$ cat src/verilog/egr_pkg.sv
// Egress stage shared definitions
`default_nettype none

package egr_pkg;

  // ==========================================================
  // Sizes
  // ==========================================================

  // Transmit ports in the group
  localparam int NUM_PORTS = 4;
  // Descriptor FIFO entries
  localparam int QUEUE_DEPTH = 8;

  // Field widths
  localparam int PORT_W = 2;
  localparam int SEG_PTR_W = 20;
  localparam int LEN_W = 4;
  localparam int WORD_W = 64;

  // FIFO pointer and occupancy widths
  localparam int QPTR_W = $clog2(QUEUE_DEPTH);
  // One extra bit so a full queue can be counted
  localparam int QCNT_W = QPTR_W + 1;

  // Control FSM encoding width
  localparam int CTRL_STATE_W = 3;

  // ==========================================================
  // Plain vector types
  // ==========================================================

  // Transmit port index
  typedef logic [PORT_W-1:0] port_t;
  // Word address into shared memory
  typedef logic [SEG_PTR_W-1:0] seg_ptr_t;
  // Packet length in words, zero is illegal
  typedef logic [LEN_W-1:0] len_t;
  // Data word
  typedef logic [WORD_W-1:0] word_t;
  // FIFO slot index
  typedef logic [QPTR_W-1:0] qptr_t;
  // FIFO occupancy
  typedef logic [QCNT_W-1:0] qcnt_t;

  // ==========================================================
  // Structs
  // ==========================================================

  // Packet descriptor from a tag source, 26 bits
  typedef struct packed {
    port_t    port;
    seg_ptr_t seg_ptr;
    len_t     len;
  } egr_tag_t;

  // One transmit port beat, 67 bits
  typedef struct packed {
    logic  valid;
    logic  sop;
    logic  eop;
    word_t data;
  } egr_tx_t;

  // Control FSM states
  typedef enum logic [CTRL_STATE_W-1:0] {
    IDLE,
    LOAD,
    REQ,
    WAIT_DATA,
    WAIT_PORT
  } ctrl_state_t;

endpackage

`default_nettype wire

$ cat src/verilog/egr_tag_queue.sv
// Egress tag queue
`timescale 1ns/1ns
`default_nettype none

module egr_tag_queue (
  input  logic              egress_clock,
  input  logic              rst,
  input  logic              tag_valid_0,
  input  egr_pkg::egr_tag_t tag_0,
  input  logic              tag_valid_1,
  input  egr_pkg::egr_tag_t tag_1,
  input  logic              q_pop,
  output egr_pkg::egr_tag_t q_head,
  output logic              q_empty,
  output logic              tag_full
);

  // ==========================================================
  // Storage and pointers
  // ==========================================================

  egr_pkg::egr_tag_t mem [egr_pkg::QUEUE_DEPTH];

  egr_pkg::qptr_t wr_ptr_q;
  egr_pkg::qptr_t rd_ptr_q;
  egr_pkg::qcnt_t count_q;
  // Set means source 1 goes first on the next double write
  logic           prio_q;

  // Write order for this cycle
  egr_pkg::egr_tag_t wr_first;
  egr_pkg::egr_tag_t wr_second;
  egr_pkg::qcnt_t    n_wr;
  egr_pkg::qptr_t    wr_ptr_p1;
  logic              do_pop;

  // ==========================================================
  // Merge of the two strobes
  // ==========================================================

  always_comb begin
    wr_first  = tag_0;
    wr_second = tag_1;
    // Both together, alternate who lands first
    if (tag_valid_0 && tag_valid_1 && prio_q) begin
      wr_first  = tag_1;
      wr_second = tag_0;
    end else if (tag_valid_1 && !tag_valid_0) begin
      wr_first = tag_1;
    end
  end

  assign n_wr = egr_pkg::qcnt_t'(tag_valid_0) + egr_pkg::qcnt_t'(tag_valid_1);
  // Second slot wraps with the pointer
  assign wr_ptr_p1 = wr_ptr_q + egr_pkg::qptr_t'(1);
  // Pop on an empty queue is ignored
  assign do_pop = q_pop && !q_empty;

  // Payload writes, no reset on the array
  always_ff @(posedge egress_clock) begin
    if (n_wr != '0) begin
      mem[wr_ptr_q] <= wr_first;
    end
    if (n_wr == egr_pkg::qcnt_t'(2)) begin
      mem[wr_ptr_p1] <= wr_second;
    end
  end

  // Pointer, count and priority update
  always_ff @(posedge egress_clock) begin
    if (rst) begin
      wr_ptr_q <= '0;
      rd_ptr_q <= '0;
      count_q  <= '0;
      prio_q   <= 1'b0;
    end else begin
      wr_ptr_q <= wr_ptr_q + egr_pkg::qptr_t'(n_wr);
      if (do_pop) begin
        rd_ptr_q <= rd_ptr_q + egr_pkg::qptr_t'(1);
      end
      count_q <= count_q + n_wr - egr_pkg::qcnt_t'(do_pop);
      // Flip only when both sources collided
      if (tag_valid_0 && tag_valid_1) begin
        prio_q <= ~prio_q;
      end
    end
  end

  // Head is read straight from the array
  assign q_head  = mem[rd_ptr_q];
  assign q_empty = (count_q == '0);
  // Keep two slots in reserve for a double write
  assign tag_full = (count_q > egr_pkg::qcnt_t'(egr_pkg::QUEUE_DEPTH - 2));

endmodule

`default_nettype wire

$ cat src/verilog/egr_rd_gen.sv
// Egress read address generator
`timescale 1ns/1ns
`default_nettype none

module egr_rd_gen (
  input  logic              egress_clock,
  input  logic              rst,
  input  logic              load,
  input  logic              next,
  input  egr_pkg::egr_tag_t q_head,
  output egr_pkg::seg_ptr_t rd_addr,
  output egr_pkg::port_t    cur_port,
  output logic              last
);

  // ==========================================================
  // Current descriptor
  // ==========================================================

  // Address of the word being fetched
  egr_pkg::seg_ptr_t addr_q;
  // Destination of the whole packet
  egr_pkg::port_t    port_q;
  // Words left, including the current one
  egr_pkg::len_t     remain_q;

  // Address and port are payload
  always_ff @(posedge egress_clock) begin
    if (load) begin
      addr_q <= q_head.seg_ptr;
      port_q <= q_head.port;
    end else if (next) begin
      // Step to the following word
      addr_q <= addr_q + egr_pkg::seg_ptr_t'(1);
    end
  end

  // Word counter
  always_ff @(posedge egress_clock) begin
    if (rst) begin
      remain_q <= '0;
    end else if (load) begin
      remain_q <= q_head.len;
    end else if (next && (remain_q != '0)) begin
      remain_q <= remain_q - egr_pkg::len_t'(1);
    end
  end

  // ==========================================================
  // Outputs
  // ==========================================================

  assign rd_addr  = addr_q;
  assign cur_port = port_q;
  // Final word of the packet
  assign last = (remain_q == egr_pkg::len_t'(1));

endmodule

`default_nettype wire

$ cat src/verilog/egr_ctrl.sv
// Egress control FSM
`timescale 1ns/1ns
`default_nettype none

module egr_ctrl (
  input  logic                           egress_clock,
  input  logic                           rst,
  input  logic                           q_empty,
  input  logic                           last,
  input  logic                           rd_data_valid,
  input  logic [egr_pkg::NUM_PORTS-1:0]  port_enable,
  input  egr_pkg::port_t                 cur_port,
  output logic                           q_pop,
  output logic                           load,
  output logic                           next,
  output logic                           rd_req,
  output logic                           emit,
  output logic                           first,
  output logic                           emit_last
);

  // ==========================================================
  // State
  // ==========================================================

  egr_pkg::ctrl_state_t state_q;
  egr_pkg::ctrl_state_t state_d;

  // Next emitted word opens a packet
  logic first_q;
  // Enable of the port the current packet goes to
  logic port_en;

  assign port_en = port_enable[cur_port];

  // ==========================================================
  // Next state and strobes
  // ==========================================================

  always_comb begin
    state_d = state_q;
    q_pop   = 1'b0;
    load    = 1'b0;
    next    = 1'b0;
    rd_req  = 1'b0;
    emit    = 1'b0;

    unique case (state_q)
      egr_pkg::IDLE: begin
        // Start as soon as a tag is queued
        if (!q_empty) begin
          state_d = egr_pkg::LOAD;
        end
      end
      egr_pkg::LOAD: begin
        // Head moves into the read generator
        q_pop   = 1'b1;
        load    = 1'b1;
        state_d = egr_pkg::REQ;
      end
      egr_pkg::REQ: begin
        // Single read, one cycle only
        rd_req  = 1'b1;
        state_d = egr_pkg::WAIT_DATA;
      end
      egr_pkg::WAIT_DATA: begin
        if (rd_data_valid) begin
          if (port_en) begin
            emit = 1'b1;
          end else begin
            // Port stalled, word parks in the holding register
            state_d = egr_pkg::WAIT_PORT;
          end
        end
      end
      egr_pkg::WAIT_PORT: begin
        emit = port_en;
      end
      default: begin
        state_d = egr_pkg::IDLE;
      end
    endcase

    // After a word leaves
    if (emit) begin
      if (last) begin
        // Back to back packets skip IDLE
        state_d = q_empty ? egr_pkg::IDLE : egr_pkg::LOAD;
      end else begin
        next    = 1'b1;
        state_d = egr_pkg::REQ;
      end
    end
  end

  // State and first word flag
  always_ff @(posedge egress_clock) begin
    if (rst) begin
      state_q <= egr_pkg::IDLE;
      first_q <= 1'b0;
    end else begin
      state_q <= state_d;
      if (load) begin
        first_q <= 1'b1;
      end else if (emit) begin
        first_q <= 1'b0;
      end
    end
  end

  // Flags for the port stage
  assign first     = first_q;
  assign emit_last = last;

endmodule

`default_nettype wire

$ cat src/verilog/egr_port_tx.sv
// Egress transmit port stage
`timescale 1ns/1ns
`default_nettype none

module egr_port_tx (
  input  logic                                      egress_clock,
  input  logic                                      rst,
  input  logic                                      emit,
  input  logic                                      first,
  input  logic                                      emit_last,
  input  egr_pkg::port_t                            cur_port,
  input  logic                                      rd_data_valid,
  input  egr_pkg::word_t                            rd_data,
  output egr_pkg::egr_tx_t [egr_pkg::NUM_PORTS-1:0] tx
);

  // ==========================================================
  // Holding register
  // ==========================================================

  // Last word returned by memory
  egr_pkg::word_t hold_q;
  // Word to send this cycle
  egr_pkg::word_t emit_data;

  always_ff @(posedge egress_clock) begin
    if (rd_data_valid) begin
      hold_q <= rd_data;
    end
  end

  // Same cycle emit bypasses the holding register
  assign emit_data = rd_data_valid ? rd_data : hold_q;

  // ==========================================================
  // Output register
  // ==========================================================

  logic           valid_q;
  logic           sop_q;
  logic           eop_q;
  egr_pkg::word_t data_q;
  egr_pkg::port_t sel_q;

  always_ff @(posedge egress_clock) begin
    if (rst) begin
      valid_q <= 1'b0;
    end else begin
      valid_q <= emit;
    end
  end

  // Beat payload, only loaded on emit
  always_ff @(posedge egress_clock) begin
    if (emit) begin
      sop_q  <= first;
      eop_q  <= emit_last;
      data_q <= emit_data;
      sel_q  <= cur_port;
    end
  end

  // Fan out, only the selected port sees the beat
  always_comb begin
    for (int p = 0; p < egr_pkg::NUM_PORTS; p++) begin
      tx[p].valid = valid_q && (sel_q == egr_pkg::port_t'(p));
      // Strobes only while the beat is valid
      tx[p].sop   = valid_q && sop_q && (sel_q == egr_pkg::port_t'(p));
      tx[p].eop   = valid_q && eop_q && (sel_q == egr_pkg::port_t'(p));
      tx[p].data  = data_q;
    end
  end

endmodule

`default_nettype wire

$ cat src/verilog/egr_top.sv
// Egress stage top level
`timescale 1ns/1ns
`default_nettype none

module egr_top (
  input  logic                                      egress_clock,
  input  logic                                      rst,
  input  logic                                      tag_valid_0,
  input  egr_pkg::egr_tag_t                         tag_0,
  input  logic                                      tag_valid_1,
  input  egr_pkg::egr_tag_t                         tag_1,
  output logic                                      tag_full,
  output logic                                      rd_req,
  output egr_pkg::seg_ptr_t                         rd_addr,
  input  logic                                      rd_data_valid,
  input  egr_pkg::word_t                            rd_data,
  input  logic [egr_pkg::NUM_PORTS-1:0]             port_enable,
  output egr_pkg::egr_tx_t [egr_pkg::NUM_PORTS-1:0] tx
);

  // Queue to control
  egr_pkg::egr_tag_t q_head;
  logic              q_empty;
  logic              q_pop;
  // Control to read generator
  logic              load;
  logic              next;
  logic              last;
  egr_pkg::port_t    cur_port;
  // Control to port stage
  logic              emit;
  logic              first;
  logic              emit_last;

  // Descriptor FIFO
  egr_tag_queue queue_i (
    .egress_clock (egress_clock),
    .rst          (rst),
    .tag_valid_0  (tag_valid_0),
    .tag_0        (tag_0),
    .tag_valid_1  (tag_valid_1),
    .tag_1        (tag_1),
    .q_pop        (q_pop),
    .q_head       (q_head),
    .q_empty      (q_empty),
    .tag_full     (tag_full)
  );

  // Address and word count
  egr_rd_gen rd_gen_i (
    .egress_clock (egress_clock),
    .rst          (rst),
    .load         (load),
    .next         (next),
    .q_head       (q_head),
    .rd_addr      (rd_addr),
    .cur_port     (cur_port),
    .last         (last)
  );

  // Sequencing
  egr_ctrl ctrl_i (
    .egress_clock  (egress_clock),
    .rst           (rst),
    .q_empty       (q_empty),
    .last          (last),
    .rd_data_valid (rd_data_valid),
    .port_enable   (port_enable),
    .cur_port      (cur_port),
    .q_pop         (q_pop),
    .load          (load),
    .next          (next),
    .rd_req        (rd_req),
    .emit          (emit),
    .first         (first),
    .emit_last     (emit_last)
  );

  // Transmit side
  egr_port_tx port_tx_i (
    .egress_clock  (egress_clock),
    .rst           (rst),
    .emit          (emit),
    .first         (first),
    .emit_last     (emit_last),
    .cur_port      (cur_port),
    .rd_data_valid (rd_data_valid),
    .rd_data       (rd_data),
    .tx            (tx)
  );

endmodule

`default_nettype wire

$ cat config.mk
export PLATFORM = sky130hd
export DESIGN_NAME = egr_top
export DESIGN_NICKNAME = d
export VERILOG_FILES = /design/src/verilog/egr_pkg.sv /design/src/verilog/egr_tag_queue.sv /design/src/verilog/egr_rd_gen.sv /design/src/verilog/egr_ctrl.sv /design/src/verilog/egr_port_tx.sv /design/src/verilog/egr_top.sv
export SDC_FILE = /design/constraint.sdc
export NUM_CORES = 1
export LEC_CHECK = 0
export BUFFER_PORTS_ARGS = -buffer_cell sky130_fd_sc_hd__buf_2
export CAP_MARGIN = 20
export CORE_MARGIN = 8
export CORE_UTILIZATION = 40
export DETAILED_ROUTE_END_ITERATION = 8
export PLACE_DENSITY = 0.74
export SETUP_SLACK_MARGIN = 0.2
export SLEW_MARGIN = 5
export SYNTH_ARGS = -nofsm -noshare
export SYNTH_HDL_FRONTEND = slang
export SYNTH_SLANG_ARGS = --single-unit
$ cat constraint.sdc
create_clock -name egress_clock -period 3.4 [get_ports egress_clock]
set_clock_uncertainty 0.05 [all_clocks]
set_input_delay 0.51 -clock egress_clock [delete_from_list [all_inputs] [get_ports egress_clock]]
set_output_delay 0.51 -clock egress_clock [all_outputs]
set_load 0.01 [all_outputs]
Yosys cells after proc, flatten, opt, wreduce, memory -nomap -nowiden
Memories as Yosys holds them, arrays and structs flattened. A register that Yosys moved wholly into a read port is not among the register bits.
Cells that the tools add are included.
{ "classes": {"mux": 32, "bitwise_logic": 1, "eq_ne": 13, "reduce_logical": 30, "n_addsub": 8, "order_cmp": 2} }
{ "op_table": {"columns": ["operator", "count"], "rows": [
  ["two-way mux 26 bit", 3],
  ["two-way mux 64 bit", 1],
  ["two-way mux 20 bit", 2],
  ["two-way mux 3 bit", 7],
  ["adder 20 x 1 -> 20 bit (second input constant)", 1],
  ["logical AND 1 bit", 19],
  ["one-hot mux 3 bit (5 select lines)", 1],
  ["two-way mux 1 bit", 14],
  ["inequality test 3 x 2 -> 1 bit (second input constant)", 3],
  ["two-way mux 4 bit", 2],
  ["nonzero test 4 bit", 2],
  ["adder 3 x 1 -> 3 bit (second input constant)", 2],
  ["== test 3 x 2 -> 1 bit (second input constant)", 2],
  ["nonzero test 2 bit", 3],
  ["adder 4 bit", 1],
  ["== test 2 bit (second input constant)", 2],
  ["== test 4 x 1 -> 1 bit (second input constant)", 1],
  ["== test 4 x 2 -> 1 bit (second input constant)", 1],
  ["greater-than comparator 4 x 3 -> 1 bit (second input constant)", 1],
  ["logical NOT 4 bit", 1],
  ["AND reduction 4 bit", 1],
  ["subtractor 4 x 1 -> 4 bit", 1],
  ["subtractor 4 x 1 -> 4 bit (second input constant)", 1],
  ["adder 3 bit", 1],
  ["12 further kinds", 13]
]} }
{ "totals": {"regBits": 174, "output_inout_bits": 290, "elab_cells": 102, "input_bits": 125, "ramBits": 208, "mem_count": 1} }
{ "memory_table": {"columns": ["memory", "depth", "word_bits", "read_ports", "rd_ports_with_merged_regs", "wr", "line", "text"], "rows": [
  ["queue_i.mem", 8, 26, 1, 1, 2, "egr_tag_queue.sv:22", "egr_pkg::egr_tag_t mem [egr_pkg::QUEUE_DEPTH];"]
]} }

Depth between registers and ports, before layout
Gate-level depths: netlist (run 1).
{ "depth": {"depth_word": 9, "ltp_mapped": 11, "depth_no_buf": 11} }

Cells and area by module
Synthesis (run 1) repeated with hierarchy kept, for this count alone.
{ "hier_totals": {"cells_unflattened": 1236, "area_unflattened_um2": 19173.4} }
{ "by_module_without_submodules": {"columns": ["module", "cells_per_inst", "area_per_inst_um2", "n_inst", "seq_area_each_um2"], "rows": [
  ["egr_tag_queue", 637, 11418.5, 1, 6526.3],
  ["egr_port_tx", 412, 5988.2, 1, 3343.2],
  ["egr_rd_gen", 153, 1491.4, 1, 740.7],
  ["egr_ctrl", 34, 275.3, 1, 80.1]
]} }

Worst setup path after synthesis (run 1)
OpenSTA, ideal clock, no wires.
{ "synth_timing": {"path_kind": "input-to-reg", "startpoint": "input port tag_valid_0", "endpoint": "memory queue_i.mem[6][0] in the netlist's numbering (enable)", "cell_stages": 5, "setup_time_ns": 0.445, "t_required_ns": 2.905, "path_buffers": 1, "arrival_time_ns": 3.101, "path_slack_ns": -0.196, "cell_sequence": "ha_1 > and3_1 > clkbuf_1 > nand2_1 > o21ai_0"} }
{ "synth_lines": {"columns": ["item", "line", "text"], "rows": [
  ["start: declaration", "egr_top.sv:8", "input logic tag_valid_0,"],
  ["end: declaration", "egr_tag_queue.sv:22", null]
]} }

==> results of run 1 <==
[kinds of logic (layout without fill, tap and decap cells)]
| family | after synthesis | after routing | share of synthesized area (%) |
|---|---|---|---|
| AOI/OAI and AO/OA | 92 | 92 | 3.79 |
| adders and majority gates | 20 | 20 | 1.40 |
| other | 0 | 12 | 0 |
| and+or+nand+nor | 148 | 148 | 4.19 |
| xor gates and xnor gates | 27 | 27 | 1.33 |
| buffers and inverters | 273 | 543 | 10.1 |
| muxes | 341 | 341 | 22.8 |
| DFF | 385 | 385 | 56.5 |
[placed cells by master (no fill, tap or decap), types with 12 or more instances in the layout]
cell type | synthesis | routed
buf_2 | 11 | 414
edfxtp_1 | 298 | 298
mux2_2 | 273 | 273
dfxtp_1 | 87 | 84
mux4_2 | 44 | 44
clkbuf_16 | 0 | 44
nand2_1 | 36 | 36
nor2_1 | 26 | 26
a21oi_1 | 27 | 25
buf_4 | 195 | 25
inv_1 | 24 | 23
nor2b_1 | 20 | 20
mux2i_1 | 20 | 20
xnor2_1 | 19 | 19
ha_1 | 18 | 18
nand3_1 | 17 | 17
a211oi_1 | 13 | 13
diode_2 | 0 | 12
[synth_stat cells, types with 8 or more instances]
cell type  number
nor2_1         26
buf_6          15
clkbuf_1       23
edfxtp_1      298
a21oi_1        27
o21ai_0        16
buf_4         195
a211oi_1       13
mux2_2        273
buf_2          11
ha_1           18
inv_1          24
xnor2_1        19
nand2_1        36
and2_1          8
dfxtp_1        87
mux4_2         44
mux2i_1        20
nand3_1        17
a22oi_4         8
nor2b_1        20
[final cells by class]
cell class              instances  area, sq um  area share, %
flip-flops and latches        385        10700           49.4
multi-input cells             628         6370           29.4
repair buffers                443         2340           10.8
clock buffers                  53         1140           5.29
well taps                     607          759           3.51
clock inverters                22          211          0.977
inverters                      25         93.8          0.433
diodes                         12         30.0          0.139
[power by group through the flow]
stage | registers, mW | clock network (mW) | logic (mW)
finish | 6.35 | 4.49 | 3.42
global route | 6.43 | 4.78 | 3.71
CTS | 6.36 | 4.59 | 3.48
detailed placement | 6.46 | 0 | 3.46
global placement | 6.42 | 0 | 3.38
floorplan | 6.31 | 0 | 2.45
[sequential cells by signal (all words and copies together), names as in the netlist, named ones only]
signal	cells
ctrl_i.first	1
ctrl_i.state_q	3
port_tx_i.data_q	64
port_tx_i.eop_q	1
port_tx_i.hold_q	64
port_tx_i.sel_q	2
port_tx_i.sop_q	1
port_tx_i.valid_q	1
queue_i.count_q	4
queue_i.mem	208
queue_i.prio_q	1
queue_i.rd_ptr_q	3
queue_i.wr_ptr_q	3
rd_gen_i.cur_port	2
rd_gen_i.rd_addr	20
rd_gen_i.remain_q	4
[critical path, delay by kind of cell (launching register included)]
kind,cells,cell delay (ns)
AO/OA/AOI/OAI,1,0.21
adder cells (fa/ha/maj),1,0.37
buffers and inverters,1,0.42
flip-flops,1,0.57
multiplexers,1,0.40
AND/OR/NAND/NOR,2,0.66
[metal layers]
layer	part of all wire [%]	routed length [microns]	track usage (%)	up-vias
met3	7.4	3900	4.43	109
met2	50	26600	32.4	458
li1	-	-	-	5127
met4	4.1	2150	8.52	12
met5	0.16	86	0	-
met1	38	20100	20.9	5632
[through the flow]
stage               utilization [%]  cells  setup TNS (ns)  setup WS (ns)
floorplan                         -   1286           -8.52         -0.164
global placement               43.4   2088               0          0.593
detailed placement             43.4   2088               0          0.506
CTS                            46.3   2163               0          0.452
global route                   46.4   2167               0          0.368
finish                         46.4   2175               0          0.446
[how the worst max path moves through the flow]
| stage | end | cells after the start | slack (ns) |
|---|---|---|---|
| 3_3_place_gp | queue_i.mem[0][13]$_DFFE_PP_ | 6 | 0.59 |
| 6_report | queue_i.mem[0][13]$_DFFE_PP_ | 6 | 0.45 |
| 2_1_floorplan | queue_i.mem[1][0]$_DFFE_PP_ | 4 | -0.16 |
| 3_5_place_dp | queue_i.mem[0][13]$_DFFE_PP_ | 6 | 0.51 |
| 4_1_cts | queue_i.mem[0][13]$_DFFE_PP_ | 6 | 0.45 |
| 5_1_grt | queue_i.mem[4][11]$_DFFE_PP_ | 6 | 0.37 |
==> results_dict.tcl, run 1 <==
set metrics [dict create \
    slowest_stage "dfxtp_1" \
    p_leak_nw 8.17 \
    ys_seq_elements 385 \
    clkPwrFrac_pct 31.5 \
    p_sw_mw 4.17 \
    placedInstanceArea_sq_um 20300 \
    clock_sinks 385 \
    drc 0 \
    cts_setup_buffers 0 \
    rows 79 \
    synth_ff_type "edfxtp_1" \
    ir_worst_vdd_mv 0.364 \
    layout-drive-gt1-share_pct 55.1 \
    synthCells 1286 \
    ys_warn_count 0 \
    max_stage_delay_ns 0.57 \
    synth.top_cell.area_share_pct 47.3 \
    root_buffer "clkbuf_16" \
    initial_utilization_pct 40.6 \
    ys_async_sr_fraction_pct 0 \
    finalCritPeriodShare_pct 86.9 \
    reg2reg_depth 6 \
    hold_start "rd_data[10]" \
    clockBufferDepth 3 \
    vias_per_cell 5.21 \
    fp.dieH_microns 234 \
    maxCapViolCount 0 \
    syn_nets 1431 \
    whs_ns 0.147 \
    ff2ff_setup_slack_ns 0.45 \
    synth_edf_count 298 \
    post_drt_wl_per_cell_microns 24.3 \
    setup_viol 0 \
    core-area_sq_um 46700 \
    vias 11300 \
    num_io_pins 415 \
    place.gp.congestion 0.905 \
    fin_area_sq_um 21600 \
    hold_buffers 0 \
    intPower_mw 10.1 \
    dieArea_sq_um 54600 \
    post_cts_resized 0 \
    synth_area_sq_um 18900 \
    path_cells "ha_1 -> and3b_1 -> nand2_1 -> a22oi_4 -> buf_4 -> mux2_2" \
    synthTopCellsByArea "edfxtp_1, mux2_2, dfxtp_1" \
    grt_pass1_vias 11500 \
    required_ns 3.66 \
    insertion_delay_ns 0.56 \
    powerDensity_nw_per_um2 659 \
    die_w_microns 234 \
    ant_nets 0 \
    antenna_found_initial 14 \
    synth_largest_area_cell "edfxtp_1" \
    overflow 0 \
    seq_area_frac_synth_pct 56.5 \
    grtUsageTotal_pct 18.4 \
    cp.arrival_ns 3.21 \
    hp-class "in2reg" \
    swShare_pct 29.3 \
    r2r-start "queue_i.wr_ptr_q[0]$_SDFF_PP0_" \
    hpwl_microns 37500 \
    finalHoldViolCount 0 \
    critPathCaptureType "flip-flop" \
    crit_type "reg2reg" \
    firstDrtPassIters 5 \
    startpoint_type "flip-flop" \
    drt_iter0_drc 931 \
    area_delta_synth_final_pct 14.3 \
    slew_headroom_pct 36.2 \
    slew_viol_final 0 \
    power_frac_comb_pct 24.0 \
    tightestPinTransition_ns 0.957 \
    cts_buffers 42 \
    ys_types 62 \
    cts_tree "done" \
    port_buffers 414 \
    seqPwrFrac_pct 44.5 \
    r2r_end "queue_i.mem[0][13]$_DFFE_PP_" \
    grt_pass1_wl_microns 75000 \
    fillers 4060 \
    min_path_cells 2 \
    power_mw 14.3 \
    critPathMaxFanout 26 \
    timing.fmax_ghz 0.339 \
    status "finished clean" \
    post-route-min-period_ns 2.95 \
    avgSynthCellArea_sq_um 14.7 \
    clk_pin_slew_worst_paths_ns 0.06 \
    cts_htree_levels 2 \
    startpoint "queue_i.wr_ptr_q[0]$_SDFF_PP0_" \
    min_to "port_tx_i.hold_q[10]$_DFF_P_" \
    grt_max_degree 69 \
    finalWirelength_microns 52800 \
    nNetsFinal 1670 \
    rsz0062_at_grt "no" \
]
(Power assumes the default switching activity.)
==> run 2, diff against run 1 <==
Settings changed: CELL_PAD_IN_SITES_DETAIL_PLACEMENT from default to 1, CELL_PAD_IN_SITES_GLOBAL_PLACEMENT from default to 1, CORE_ASPECT_RATIO from default to 0.6, CORE_MARGIN 8 to 5, PLACE_DENSITY 0.74 to 0.86.
==> run 2 against run 1 <==
Effect of this change: setup slack worse by 0.035 ns; sequential power about the same; critical endpoint is now queue_i.mem[1][13]$_DFFE_PP_; combinational power increased by 2%; non-clock buffer count up 5; sequential share of layout area fell by 0.11 points; wire length rose by 3.9%; clock power down 0.9%; global-route usage increased by 1.6 points; flip-flop and latch count did not move.
==> results_dict.tcl, run 2 (synthesized netlist as in run 1, its figures left out) <==
set metrics [dict create \
    fp.dieH_microns 179 \
    overflow 0 \
    tightestPinTransition_ns 0.836 \
    firstDrtPassIters 5 \
    final_core_util_pct 46.6 \
    fin_area_sq_um 21700 \
    port_buffers 414 \
    slew_viol_final 0 \
    largest_register_ffs 208 \
    post_drt_wl_per_cell_microns 25.0 \
    min_to "port_tx_i.hold_q[24]$_DFF_P_" \
    insertion_delay_ns 0.55 \
    die_w_microns 291 \
    grt_pass1_vias 11900 \
    p_sw_mw 4.30 \
    drt_iter0_drc 883 \
    final_common_cell "buf_2" \
    place_inst 2116 \
    grt_max_degree 52 \
    reg2reg_depth 6 \
    crit_type "reg2reg" \
    power_mw 14.3 \
    placedInstanceArea_sq_um 20400 \
    final_cell_mix "buf_2, edfxtp_1, mux2_2" \
    whs_ns 0.165 \
    largestRegisters "queue_i.mem (208), port_tx_i.data_q (64), port_tx_i.hold_q (64)" \
    hold_buffers 0 \
    critPathMaxFanout 26 \
    post-route-min-period_ns 2.99 \
    initial_utilization_pct 40.7 \
    place.gp.congestion 0.886 \
    rsz0062_at_grt "no" \
    finalWirelength_microns 54900 \
    startpoint_type "flip-flop" \
    setup_viol 0 \
    r2r_end "queue_i.mem[1][13]$_DFFE_PP_" \
    critPathCaptureType "flip-flop" \
    intPower_mw 10.0 \
    hp-class "in2reg" \
    root_buffer "clkbuf_16" \
    antenna_found_initial 10 \
    swShare_pct 30.0 \
    powerDensity_nw_per_um2 660 \
    cts_setup_buffers 0 \
    status "finished clean" \
    grtUsageTotal_pct 20.0 \
    timing.fmax_ghz 0.335 \
    vias_per_cell 5.26 \
    maxCapViolCount 0 \
    top_register "queue_i.mem" \
    area_delta_synth_final_pct 14.6 \
    ir_worst_vdd_mv 0.358 \
    hold_start "rd_data[24]" \
    min_path_cells 2 \
    cp.arrival_ns 3.22 \
    clock_sinks 385 \
    ant_nets 0 \
    ff2ff_setup_slack_ns 0.41 \
    core-area_sq_um 46600 \
    seqPwrFrac_pct 44.5 \
    cts_tree "done" \
    grt_pass1_wl_microns 78900 \
    clk_pin_slew_worst_paths_ns 0.07 \
    cts_buffers 39 \
    power_frac_comb_pct 24.4 \
    drc 0 \
    clockBufferDepth 3 \
    nNetsFinal 1672 \
    instances_no_fill 2191 \
    p_leak_nw 8.19 \
    num_io_pins 415 \
    layout-drive-gt1-share_pct 55.4 \
    clkPwrFrac_pct 31.1 \
    hpwl_microns 38500 \
    post_cts_resized 0 \
    dieArea_sq_um 51900 \
    required_ns 3.63 \
    cts_htree_levels 2 \
    rows 61 \
    finalHoldViolCount 0 \
    vias 11500 \
    r2r-start "queue_i.wr_ptr_q[0]$_SDFF_PP0_" \
    slew_headroom_pct 44.3 \
    finalCritPeriodShare_pct 87.9 \
]
## run 2: per-layer routing
metal / track usage [%] / vias up / part of all wire, %
met3: 3.83 / 89 / 6.1
li1: - / 5107 / -
met2: 35.6 / 401 / 51
met4: 5.54 / 12 / 2.6
met1: 25.3 / 5905 / 40
met5: 0 / - / 0.15
## run 2: through the flow
| stage | setup TNS [ns] | setup slack (ns) |
|---|---|---|
| finish | 0 | 0.412 |
| global route | 0 | 0.270 |
| CTS | 0 | 0.411 |
| detailed placement | 0 | 0.451 |
| global placement | 0 | 0.652 |
| floorplan | -8.52 | -0.164 |
## run 2: area by class of cell
type | count | area, sq um
multi-input cells | 628 | 6370
fillers | 4764 | 24900
clock buffers | 55 | 1160
clock inverters | 17 | 160
well taps | 630 | 788
inverters | 25 | 93.8
repair buffers | 448 | 2410
flip-flops and latches | 385 | 10700
diodes | 3 | 7.51
## run 2: worst max path at each step
stage	start	endpoint	slack, ns	cells after the start
2_1_floorplan	tag_valid_0	queue_i.mem[1][0]$_DFFE_PP_	-0.16	4
3_3_place_gp	queue_i.wr_ptr_q[0]$_SDFF_PP0_	queue_i.mem[1][13]$_DFFE_PP_	0.65	6
3_5_place_dp	queue_i.wr_ptr_q[0]$_SDFF_PP0_	queue_i.mem[1][12]$_DFFE_PP_	0.45	6
4_1_cts	queue_i.wr_ptr_q[0]$_SDFF_PP0_	queue_i.mem[1][10]$_DFFE_PP_	0.41	6
5_1_grt	queue_i.wr_ptr_q[0]$_SDFF_PP0_	queue_i.mem[1][8]$_DFFE_PP_	0.27	6
6_report	queue_i.wr_ptr_q[0]$_SDFF_PP0_	queue_i.mem[1][13]$_DFFE_PP_	0.41	6
## run 2: power by group through the flow
stage / combinational [mW] / sequential, mW / clock [mW]
after global placement: 3.33 / 6.42 / 0
after detailed placement: 3.51 / 6.46 / 0
final: 3.50 / 6.38 / 4.45
after floorplan: 2.45 / 6.31 / 0
after CTS: 3.53 / 6.37 / 4.55
after global routing: 3.78 / 6.44 / 4.75
## run 2: critical path: stages (launching register included)
cell     delay (ns)
dfxtp_1        0.59
ha_1           0.55
xor2_2         0.34
nor2_4         0.13
a22oi_4        0.21
buf_4          0.42
mux2_2         0.39
